===== src/logic/warp_pkg.sv =====
package warp_pkg;

    ////////////////////
    // buffer sizes
    ////////////////////
    localparam int IB_DEPTH  = 4;    // instruction buffer entries per warp
    localparam int SCB_DEPTH = 4;    // outstanding destinations per warp

    typedef logic [$clog2(SCB_DEPTH)-1:0] scb_id_t;

    // register operand, msb marks the operand as used
    typedef struct packed {
        logic       valid;
        logic [4:0] num;
    } reg_id_t;

    ////////////////////
    // decoded instruction
    ////////////////////
    typedef struct packed {
        logic [31:0] word;      // raw encoding, passed on to the operand collector
        reg_id_t     src1;
        reg_id_t     src2;
        reg_id_t     dst;
        logic [3:0]  alu_op;
        logic        mem_read;
        logic        mem_write;
        logic        exit;
    } instr_t;

endpackage

===== src/logic/scb_if.sv =====
`timescale 1ns/10ps

interface scb_if
    import warp_pkg::*;
();

    // operands of the instruction at the read pointer
    reg_id_t src1;
    reg_id_t src2;
    reg_id_t dst;
    logic    replayable;    // head is a memory instruction

    logic    alloc;         // normal issue, take a new entry

    // replay completion
    logic    complete;
    scb_id_t complete_id;
    logic    complete_store;

    // status back to the buffer side
    logic    full;
    logic    empty;
    logic    dependent;
    scb_id_t free_id;

    modport store (
        output src1, src2, dst, replayable, complete, complete_id, complete_store,
        input  free_id
    );

    modport fsm (
        output alloc,
        input  full, empty, dependent
    );

    modport scb (
        input  src1, src2, dst, replayable, alloc, complete, complete_id, complete_store,
        output full, empty, dependent, free_id
    );

endinterface


===== src/logic/ib_ptr_if.sv =====
`timescale 1ns/10ps

interface ib_ptr_if
    import warp_pkg::*;
();

    logic [$clog2(IB_DEPTH)-1:0] wr_idx;
    logic [$clog2(IB_DEPTH)-1:0] rd_idx;
    logic [$clog2(IB_DEPTH)-1:0] replay_idx;
    logic                        at_head;       // replay pointer caught up with read pointer
    logic                        wr_en;
    logic                        rd_en;         // normal issue grant
    logic                        replay_retire; // entry under the replay pointer is gone
    logic                        warp_done;     // exit granted, stop fetching

    modport counter (
        output wr_idx, rd_idx, replay_idx, at_head,
        input  wr_en, rd_en, replay_retire, warp_done
    );

    modport store (
        input  wr_idx, rd_idx, replay_idx, at_head, rd_en,
        output wr_en, replay_retire
    );

    modport fsm (
        output rd_en, warp_done
    );

endinterface


===== src/logic/warp_issue_top.sv =====
`timescale 1ns/10ps

module warp_issue_top
    import warp_pkg::*;
#(
    parameter int NUM_THREADS = 8
) (
    input  logic                   clk,
    input  logic                   rst,

    // fetch and decode
    input  logic                   fetch_valid,
    output logic                   fetch_req,
    input  logic                   dec_valid,
    input  logic                   dec_drop,
    input  instr_t                 dec_instr,
    input  logic [NUM_THREADS-1:0] dec_mask,

    // issue arbiter and operand collector
    output logic                   issue_req,
    input  logic                   issue_grant,
    output instr_t                 oc_instr,
    output scb_id_t                oc_scb_id,
    output logic                   oc_replay,
    output logic                   exit_req,
    input  logic                   exit_grant,

    // write-back and memory feedback
    input  logic                   wb_clear_valid,
    input  scb_id_t                wb_clear_id,
    input  logic                   mem_pos_valid,
    input  logic [NUM_THREADS-1:0] mem_pos_mask,
    input  logic                   mem_zero_valid
);

    logic head_valid;
    logic head_exit;
    logic replay_pending;
    logic replay_grant;

    ib_ptr_if ptr_bus ();
    scb_if    scb_bus ();

    ib_pointer_counter u_counter (
        .clk         (clk),
        .rst         (rst),
        .ptr         (ptr_bus.counter),
        .fetch_valid (fetch_valid),
        .fetch_req   (fetch_req)
    );

    issue_fsm u_fsm (
        .clk            (clk),
        .rst            (rst),
        .ptr            (ptr_bus.fsm),
        .scb            (scb_bus.fsm),
        .head_valid     (head_valid),
        .head_exit      (head_exit),
        .replay_pending (replay_pending),
        .issue_grant    (issue_grant),
        .exit_grant     (exit_grant),
        .issue_req      (issue_req),
        .exit_req       (exit_req),
        .oc_replay      (oc_replay),
        .replay_grant   (replay_grant)
    );

    ibuffer_store #(
        .NUM_THREADS (NUM_THREADS)
    ) u_store (
        .clk            (clk),
        .rst            (rst),
        .ptr            (ptr_bus.store),
        .scb            (scb_bus.store),
        .dec_valid      (dec_valid),
        .dec_drop       (dec_drop),
        .dec_instr      (dec_instr),
        .dec_mask       (dec_mask),
        .mem_pos_valid  (mem_pos_valid),
        .mem_zero_valid (mem_zero_valid),
        .mem_pos_mask   (mem_pos_mask),
        .replay_grant   (replay_grant),
        .oc_replay      (oc_replay),
        .head_valid     (head_valid),
        .head_exit      (head_exit),
        .replay_pending (replay_pending),
        .oc_instr       (oc_instr),
        .oc_scb_id      (oc_scb_id)
    );

    scoreboard u_scb (
        .clk            (clk),
        .rst            (rst),
        .scb            (scb_bus.scb),
        .wb_clear_valid (wb_clear_valid),
        .wb_clear_id    (wb_clear_id)
    );

endmodule


===== src/logic/scoreboard.sv =====
`timescale 1ns/10ps

module scoreboard
    import warp_pkg::*;
(
    input  logic    clk,
    input  logic    rst,
    scb_if.scb      scb,
    input  logic    wb_clear_valid,
    input  scb_id_t wb_clear_id
);

    logic [SCB_DEPTH-1:0] valid_q;
    logic [SCB_DEPTH-1:0] incomplete_q;   // memory op still replaying
    logic [SCB_DEPTH-1:0] hit;
    reg_id_t              dst_q [SCB_DEPTH];
    logic                 release_ok;

    function automatic logic same_reg(reg_id_t a, reg_id_t b);
        return a.valid && b.valid && (a.num == b.num);
    endfunction

    ////////////////////
    // status
    ////////////////////
    always_comb begin
        scb.free_id = '0;
        for (int i = SCB_DEPTH - 1; i >= 0; i--) begin
            if (!valid_q[i])
                scb.free_id = scb_id_t'(i);     // lowest free entry wins
        end
    end

    always_comb begin
        for (int i = 0; i < SCB_DEPTH; i++) begin
            hit[i] = valid_q[i] && (same_reg(dst_q[i], scb.src1)
                                 || same_reg(dst_q[i], scb.src2)
                                 || same_reg(dst_q[i], scb.dst));   // raw and waw
        end
    end

    assign scb.full      = &valid_q;
    assign scb.empty     = ~|valid_q;
    assign scb.dependent = |hit;

    // stores always release, a load only while its entry is still the incomplete one
    assign release_ok = scb.complete_store || incomplete_q[scb.complete_id];

    always_ff @(posedge clk or negedge rst) begin
        if (!rst) begin
            valid_q      <= '0;
            incomplete_q <= '0;
        end else begin
            if (wb_clear_valid) begin
                valid_q[wb_clear_id]      <= 1'b0;
                incomplete_q[wb_clear_id] <= 1'b0;
            end
            if (scb.complete && release_ok) begin
                valid_q[scb.complete_id]      <= 1'b0;
                incomplete_q[scb.complete_id] <= 1'b0;
            end
            if (scb.alloc) begin
                valid_q[scb.free_id]      <= 1'b1;
                incomplete_q[scb.free_id] <= scb.replayable;
            end
        end
    end

    always_ff @(posedge clk) begin
        if (scb.alloc)
            dst_q[scb.free_id] <= scb.dst;
    end

endmodule


===== src/logic/ibuffer_store.sv =====
`timescale 1ns/10ps

module ibuffer_store
    import warp_pkg::*;
#(
    parameter int NUM_THREADS = 8
) (
    input  logic                   clk,
    input  logic                   rst,
    ib_ptr_if.store                ptr,
    scb_if.store                   scb,
    input  logic                   dec_valid,
    input  logic                   dec_drop,
    input  instr_t                 dec_instr,
    input  logic [NUM_THREADS-1:0] dec_mask,
    input  logic                   mem_pos_valid,
    input  logic                   mem_zero_valid,
    input  logic [NUM_THREADS-1:0] mem_pos_mask,
    input  logic                   replay_grant,
    input  logic                   oc_replay,
    output logic                   head_valid,
    output logic                   head_exit,
    output logic                   replay_pending,
    output instr_t                 oc_instr,
    output scb_id_t                oc_scb_id
);

    instr_t                 instr_q  [IB_DEPTH];
    logic [NUM_THREADS-1:0] mask_q   [IB_DEPTH];   // private active mask
    scb_id_t                scb_id_q [IB_DEPTH];
    logic [IB_DEPTH-1:0]    valid_q;
    logic [IB_DEPTH-1:0]    replay_q;
    logic [IB_DEPTH-1:0]    valid_nxt;
    logic [IB_DEPTH-1:0]    replay_nxt;
    logic [NUM_THREADS-1:0] mask_nxt;
    logic                   still_waiting;

    assign ptr.wr_en = dec_valid && !dec_drop;

    ////////////////////
    // memory feedback
    ////////////////////
    assign mask_nxt = mem_pos_valid ? (mask_q[ptr.replay_idx] & ~mem_pos_mask)
                                    : mask_q[ptr.replay_idx];
    assign scb.complete  = mem_pos_valid && valid_q[ptr.replay_idx] && (mask_nxt == '0);
    assign still_waiting = mem_zero_valid || (mem_pos_valid && (mask_nxt != '0));

    always_comb begin
        valid_nxt = valid_q;
        if (scb.complete)
            valid_nxt[ptr.replay_idx] = 1'b0;
        if (ptr.rd_en && !replay_q[ptr.rd_idx])
            valid_nxt[ptr.rd_idx] = 1'b0;           // non-memory leaves on its grant
    end

    always_comb begin
        replay_nxt = replay_q;
        if (still_waiting)
            replay_nxt[ptr.replay_idx] = 1'b1;
        if (replay_grant)
            replay_nxt[ptr.replay_idx] = 1'b0;
        if (ptr.rd_en)
            replay_nxt[ptr.rd_idx] = 1'b0;
        if (ptr.wr_en)
            replay_nxt[ptr.wr_idx] = dec_instr.mem_read || dec_instr.mem_write;
    end

    assign ptr.replay_retire = !valid_nxt[ptr.replay_idx];

    always_ff @(posedge clk or negedge rst) begin
        if (!rst) begin
            valid_q  <= '0;
            replay_q <= '0;
        end else begin
            valid_q  <= valid_nxt;
            replay_q <= replay_nxt;
            if (ptr.wr_en)
                valid_q[ptr.wr_idx] <= 1'b1;
        end
    end

    always_ff @(posedge clk) begin
        if (mem_pos_valid)
            mask_q[ptr.replay_idx] <= mask_nxt;
        if (ptr.rd_en)
            scb_id_q[ptr.rd_idx] <= scb.free_id;    // kept for replays and completion
        if (ptr.wr_en) begin
            instr_q[ptr.wr_idx] <= dec_instr;
            mask_q[ptr.wr_idx]  <= dec_mask;
        end
    end

    ////////////////////
    // head and replay views
    ////////////////////
    assign head_valid     = valid_q[ptr.rd_idx];
    assign head_exit      = instr_q[ptr.rd_idx].exit;
    assign replay_pending = !ptr.at_head && valid_q[ptr.replay_idx]
                            && (replay_q[ptr.replay_idx] || still_waiting);

    assign oc_instr  = oc_replay ? instr_q[ptr.replay_idx] : instr_q[ptr.rd_idx];
    assign oc_scb_id = oc_replay ? scb_id_q[ptr.replay_idx] : scb.free_id;

    assign scb.src1           = instr_q[ptr.rd_idx].src1;
    assign scb.src2           = instr_q[ptr.rd_idx].src2;
    assign scb.dst            = instr_q[ptr.rd_idx].dst;
    assign scb.replayable     = replay_q[ptr.rd_idx];
    assign scb.complete_id    = scb_id_q[ptr.replay_idx];
    assign scb.complete_store = instr_q[ptr.replay_idx].mem_write;

endmodule


===== src/logic/issue_fsm.sv =====
`timescale 1ns/10ps

module issue_fsm (
    input  logic     clk,
    input  logic     rst,
    ib_ptr_if.fsm    ptr,
    scb_if.fsm       scb,
    input  logic     head_valid,
    input  logic     head_exit,
    input  logic     replay_pending,
    input  logic     issue_grant,
    input  logic     exit_grant,
    output logic     issue_req,
    output logic     exit_req,
    output logic     oc_replay,
    output logic     replay_grant
);

    typedef enum logic [1:0] {
        ISSUE,
        REPLAY,
        EXIT_WAIT,
        DONE
    } state_t;

    state_t state_q;
    state_t state_nxt;
    logic   normal_ok;

    // head may go out when nothing in flight blocks it
    assign normal_ok = head_valid && !head_exit && !scb.full && !scb.dependent;

    always_comb begin
        state_nxt = state_q;
        issue_req = 1'b0;
        exit_req  = 1'b0;
        oc_replay = 1'b0;
        case (state_q)
            ISSUE: begin
                issue_req = normal_ok;
                // a raised normal request is kept until it is granted
                if (replay_pending && !(normal_ok && !issue_grant))
                    state_nxt = REPLAY;
                else if (head_valid && head_exit)
                    state_nxt = EXIT_WAIT;
            end
            REPLAY: begin
                issue_req = replay_pending;
                oc_replay = 1'b1;                       // operands come from the replay entry
                if (issue_grant || !replay_pending)
                    state_nxt = ISSUE;
            end
            EXIT_WAIT: begin
                exit_req = scb.empty;                   // wait for every destination to drain
                if (exit_req && exit_grant)
                    state_nxt = DONE;
                else if (replay_pending)
                    state_nxt = REPLAY;                 // misses still have to finish
            end
            default: begin
                state_nxt = DONE;                       // warp finished, only reset leaves
            end
        endcase
    end

    always_ff @(posedge clk or negedge rst) begin
        if (!rst)
            state_q <= ISSUE;
        else
            state_q <= state_nxt;
    end

    assign ptr.rd_en     = (state_q == ISSUE) && issue_req && issue_grant;
    assign scb.alloc     = ptr.rd_en;
    assign replay_grant  = oc_replay && issue_req && issue_grant;
    assign ptr.warp_done = (state_q == DONE);

endmodule


===== src/logic/ib_pointer_counter.sv =====
`timescale 1ns/10ps

module ib_pointer_counter
    import warp_pkg::*;
(
    input  logic       clk,
    input  logic       rst,
    ib_ptr_if.counter  ptr,
    input  logic       fetch_valid,
    output logic       fetch_req
);

    localparam int PTR_W = $clog2(IB_DEPTH) + 1;   // extra bit tells full from empty
    localparam int DEM_W = PTR_W + 1;

    logic [PTR_W-1:0] wr_ptr;
    logic [PTR_W-1:0] rd_ptr;
    logic [PTR_W-1:0] rp_ptr;
    logic [PTR_W-1:0] rd_nxt;
    logic [PTR_W-1:0] depth;
    logic [DEM_W-1:0] demand;

    assign rd_nxt = rd_ptr + PTR_W'(ptr.rd_en);

    always_ff @(posedge clk or negedge rst) begin
        if (!rst) begin
            wr_ptr <= '0;
            rd_ptr <= '0;
            rp_ptr <= '0;
        end else begin
            if (ptr.wr_en)
                wr_ptr <= wr_ptr + 1'b1;
            rd_ptr <= rd_nxt;
            // replay pointer walks up behind the read pointer, one retired entry per cycle
            if (ptr.replay_retire && (rp_ptr != rd_nxt))
                rp_ptr <= rp_ptr + 1'b1;
        end
    end

    assign ptr.wr_idx     = wr_ptr[PTR_W-2:0];
    assign ptr.rd_idx     = rd_ptr[PTR_W-2:0];
    assign ptr.replay_idx = rp_ptr[PTR_W-2:0];
    assign ptr.at_head    = (rd_ptr == rp_ptr);

    // entries still held, counted from the oldest unretired one
    assign depth  = wr_ptr - rp_ptr;
    assign demand = {1'b0, depth} + DEM_W'(fetch_valid) + DEM_W'(ptr.wr_en);

    assign fetch_req = !ptr.warp_done && (demand < DEM_W'(IB_DEPTH));

endmodule


===== config.mk =====
export PLATFORM = sky130hd
export DESIGN_NAME = warp_issue_top
export DESIGN_NICKNAME = d
export VERILOG_FILES = /design/src/logic/warp_pkg.sv /design/src/logic/scb_if.sv /design/src/logic/ib_ptr_if.sv /design/src/logic/warp_issue_top.sv /design/src/logic/scoreboard.sv /design/src/logic/ibuffer_store.sv /design/src/logic/issue_fsm.sv /design/src/logic/ib_pointer_counter.sv
export SDC_FILE = /design/constraint.sdc
export NUM_CORES = 1
export LEC_CHECK = 0
export ABC_AREA = 1
export BUFFER_PORTS_ARGS = -buffer_cell sky130_fd_sc_hd__buf_2
export CAP_MARGIN = 30
export CORE_ASPECT_RATIO = 0.8
export CORE_UTILIZATION = 60
export CTS_CLUSTER_DIAMETER = 40
export DETAILED_ROUTE_END_ITERATION = 8
export PLACE_DENSITY = 0.85
export SKIP_LAST_GASP = 1
export SYNTH_ARGS = -nofsm -noshare
export SYNTH_HDL_FRONTEND = slang
export SYNTH_HIERARCHICAL = 1
export SYNTH_SLANG_ARGS = --single-unit
export TNS_END_PERCENT = 50

===== constraint.sdc =====
create_clock -name clk -period 4.6 [get_ports clk]
set_input_delay 0.92 -clock clk [delete_from_list [all_inputs] [get_ports clk]]
set_output_delay 0.92 -clock clk [all_outputs]
set_load 0.05 [all_outputs]

==> results.md <==
- Run status: complete, no violations
- Endpoints failing setup: 0
- Worst VDD drop: 0.000620 V
- Yosys Warn Count: 6
- Hold buffers post-CTS: 0
- Drt first pass iters: 6
- CTS sink count: 319
- Req. time, crit path: 3.68 ns
- Syn avg cell area: 9.77 um2
- Final Max Slew Viols: 0
- Library cells used by synthesis: between 40 and 50
- Final hold violation count: 0
- H-tree Lvls: 2
- Min cycle time layout: 4.40 ns
- CP max stage delay: 0.56 ns
- Clock root buffer: clkbuf_16
- Worst min path class: primary input to asynchronous set/reset pin
- GRT overflow: 0
- # DRC: 0
- Layout cell share with drive strength beyond 1: 17.2%
- Setup TNS: 0 ns
- Core ar.: 25600 um2
- Pleak: ~7.5 nW
- Layout area overhead: 15.9%
- I/O Buffers: 147
- Number of enable flip-flop cells after synthesis: 292
- RSZ-0062 raised after global routing: no
- Initial core utilization: between 60 and 70%
- Mapped Nets: 1707
- Design area: 18300 um2
- Clock buffer depth: 3
- # IOs: 148
- Skew-Pair Late Insertion Delay: 0.55 ns
- Seq cells post-synth: approximately 320
- Crit Path Category: flop to output port
- Post-Route WL: 44600 um
- Max-Cap Viols: 0
- WL/cell: ~21 um
- Ys flop type: edfxtp_1
- Worst EP arrival: 3.48 ns
- Number of global-route vias before repair: 12609
- Relative slew slack: 40.1%
- Post-DR vias/cell: 6.18
- Iter 0 DRT Violations: 1688
- CP Cell Sequence: nor2_2 > a22oi_1 > o221ai_1 > buf_4 > nand2_1 > o21ai_0 > nor2_1 > nand3_1 > nand3_1 > nand2_1 > nand2_1 > inv_1 > nand2_1 > nor2_1 > nand3_1 > nand2_1 > buf_2
- Clock-pin slew on the worst setup and hold paths: 0.06 ns
- Cells after synthesis: ~1600
- Path depth of the worst reg2reg path: 26
- GPL Wtd Cong: 1.11
- Crit start category: flop
- Slowest-stage cell, CP: nor2_2
- Slew @ Worst Pin: 0.899 ns
- Synth Cell Area: 15800 um2
- Synth async-reset ratio: between 8 and 9%
- Clock Skews: 0.0270 ns
- Die Width: between 150 and 200 um
- First-pass GRT wire length: 67800 um
- Layout Nets: between 1500 and 2000
- Crit share post-route: 95.6%
- Placed Area: between 15000 and 20000 um2
- Total GRT Usage: roughly a third
- Pwr/cell area: approximately 800 nW/um2
- Fmax achieved: 227 MHz
- Die Ht: roughly 150 um
- Largest fanout on the critical path: 11
- Critical path's most frequent cell: nand2_1
- Post-route ant nets: 0
- # rows: 52
- CTS tree: yes
- Pin count of the biggest net entering global routing: 68
- Element type at the critical path end: output port
- CTS Buf Count: 37
- Post-synthesis sequential area ratio: 59.8%
- Initial antenna violation count: 7
- Final HPWL DP: 28200 um
- Via count: 13339
- Die ar.: 27000 um2
==> report_power, final <==
group	internal, mW	leakage (nW)	switching [mW]
sequential	3.74	2.99	0.276
combinational	2.02	3.94	5.73
clock	1.68	0.594	1.21
==> logic make-up after synthesis <==
logic type	after synthesis	share of synthesized area (%)
flip-flops	319	59.8
adder cells (fa/ha/maj)	7	0.602
buffers and inverters	252	6.60
AND/OR/NAND/NOR	679	17.4
XOR/XNOR	11	0.610
AO/OA/AOI/OAI	347	14.9
==> synthesized netlist by cell type (5+ instances only) <==
| library cell | number | share of area [%] |
|---|---|---|
| nand2_1 | 484 | 12 |
| edfxtp_1 | 292 | 56 |
| inv_1 | 157 | 3.7 |
| nor2_1 | 107 | 2.5 |
| a22oi_1 | 96 | 4.6 |
| o21ai_0 | 75 | 2.4 |
| nand3_1 | 46 | 1.5 |
| clkbuf_1 | 30 | 0.71 |
| a31oi_1 | 28 | 1.1 |
| dfrtp_1 | 27 | 4.3 |
| a21oi_1 | 26 | 0.82 |
| buf_2 | 26 | 0.82 |
| a221oi_1 | 25 | 1.4 |
| o221ai_1 | 22 | 1.2 |
| o22ai_1 | 21 | 0.83 |
| nand2_2 | 20 | 0.79 |
| o2111ai_1 | 19 | 1.1 |
| o21ai_1 | 15 | 0.48 |
| inv_2 | 14 | 0.33 |
| buf_4 | 11 | 0.52 |
| a211oi_1 | 10 | 0.48 |
| xor2_1 | 10 | 0.55 |
| a32oi_1 | 7 | 0.39 |
| buf_1 | 7 | 0.17 |
| ha_1 | 6 | 0.48 |
| nor2_2 | 5 | 0.20 |
==> metrics by stage <==
step / utilization [%] / hold WS (ns) / total power, mW / setup WS (ns) / cells
final: 71.6 / 0.412 / 14.7 / 0.200 / 2157
after global routing: 71.5 / 0.460 / 15.4 / 0.0744 / 2153
after CTS: 71.4 / 0.417 / 14.5 / 0.0941 / 2150
after detailed placement: 66.6 / 0.505 / 11.6 / 0.611 / 2082
after global placement: 66.6 / 0.502 / 11.4 / 0.737 / 2082
after floorplan: - / 0.478 / 9.44 / 0.836 / 1615
==> critical path, delay by kind of cell, from the launching register on <==
family / cells / cell delay [ns]
flip-flops: 1 / 0.54
buffers and inverters: 3 / 0.51
AO/OA/AOI/OAI: 3 / 0.47
AND/OR/NAND/NOR: 11 / 1.44
==> sequential cells by signal, indices dropped and copies added (netlist names) <==
| register | cells |
|---|---|
| u_counter/rd_ptr | 3 |
| u_counter/rp_ptr | 3 |
| u_counter/wr_ptr | 3 |
| u_fsm/state_q | 2 |
| u_scb/dst_q | 24 |
| u_scb/incomplete_q | 4 |
| u_scb/valid_q | 4 |
| u_store/instr_q | 228 |
| u_store/mask_q | 32 |
| u_store/replay_q | 4 |
| u_store/scb_id_q | 8 |
| u_store/valid_q | 4 |
==> cell usage in the layout, fill, tap and decap left out, types with 37 or more instances in the layout <==
master / Yosys / layout
clkbuf_16: 0 / 37
edfxtp_1: 292 / 292
inv_1: 157 / 156
a22oi_1: 96 / 96
buf_2: 26 / 147
o21ai_0: 75 / 75
nand3_1: 46 / 46
buf_4: 11 / 38
nand2_1: 484 / 484
nor2_1: 107 / 105
==> what timing repair did <==
item | CTS | global route
setup endpoints to repair | 0 | 1
buffers inserted | 0 | 0
gates resized for setup | 0 | 7
==> worst paths after layout <==
kind / startpoint / slack [ns] / to
setup / recovery: u_counter/rd_ptr[0] / 0.20 / issue_req
hold / removal: rst / 0.41 / u_counter/wr_ptr[1]
setup reg to reg: u_counter/rd_ptr[0] / 0.69 / u_counter/rp_ptr[0]
hold reg to reg: u_counter/wr_ptr[2] / 0.53 / u_counter/wr_ptr[2]
max in group asynchronous: rst / 3.73 / u_counter/rd_ptr[0]
min in group clk: u_counter/wr_ptr[2] / 0.53 / u_counter/wr_ptr[2]
==> area by class of cell <==
type	count	area, um2
fillers	1806	7270
repair buffers	193	1180
diodes	6	15.0
clock buffers	42	945
well taps	351	439
inverters	175	662
clock inverters	26	278
flip-flops and latches	319	9450
multi-input cells	1045	5330
==> per-layer routing <==
layer | part of all wire, % | GRT usage, %
met5 | 0.049 | 0
met4 | 2.8 | 12.4
met2 | 45 | 49.9
met3 | 13 | 7.98
met1 | 40 | 46.6
Power figures use the tool's default switching activity.
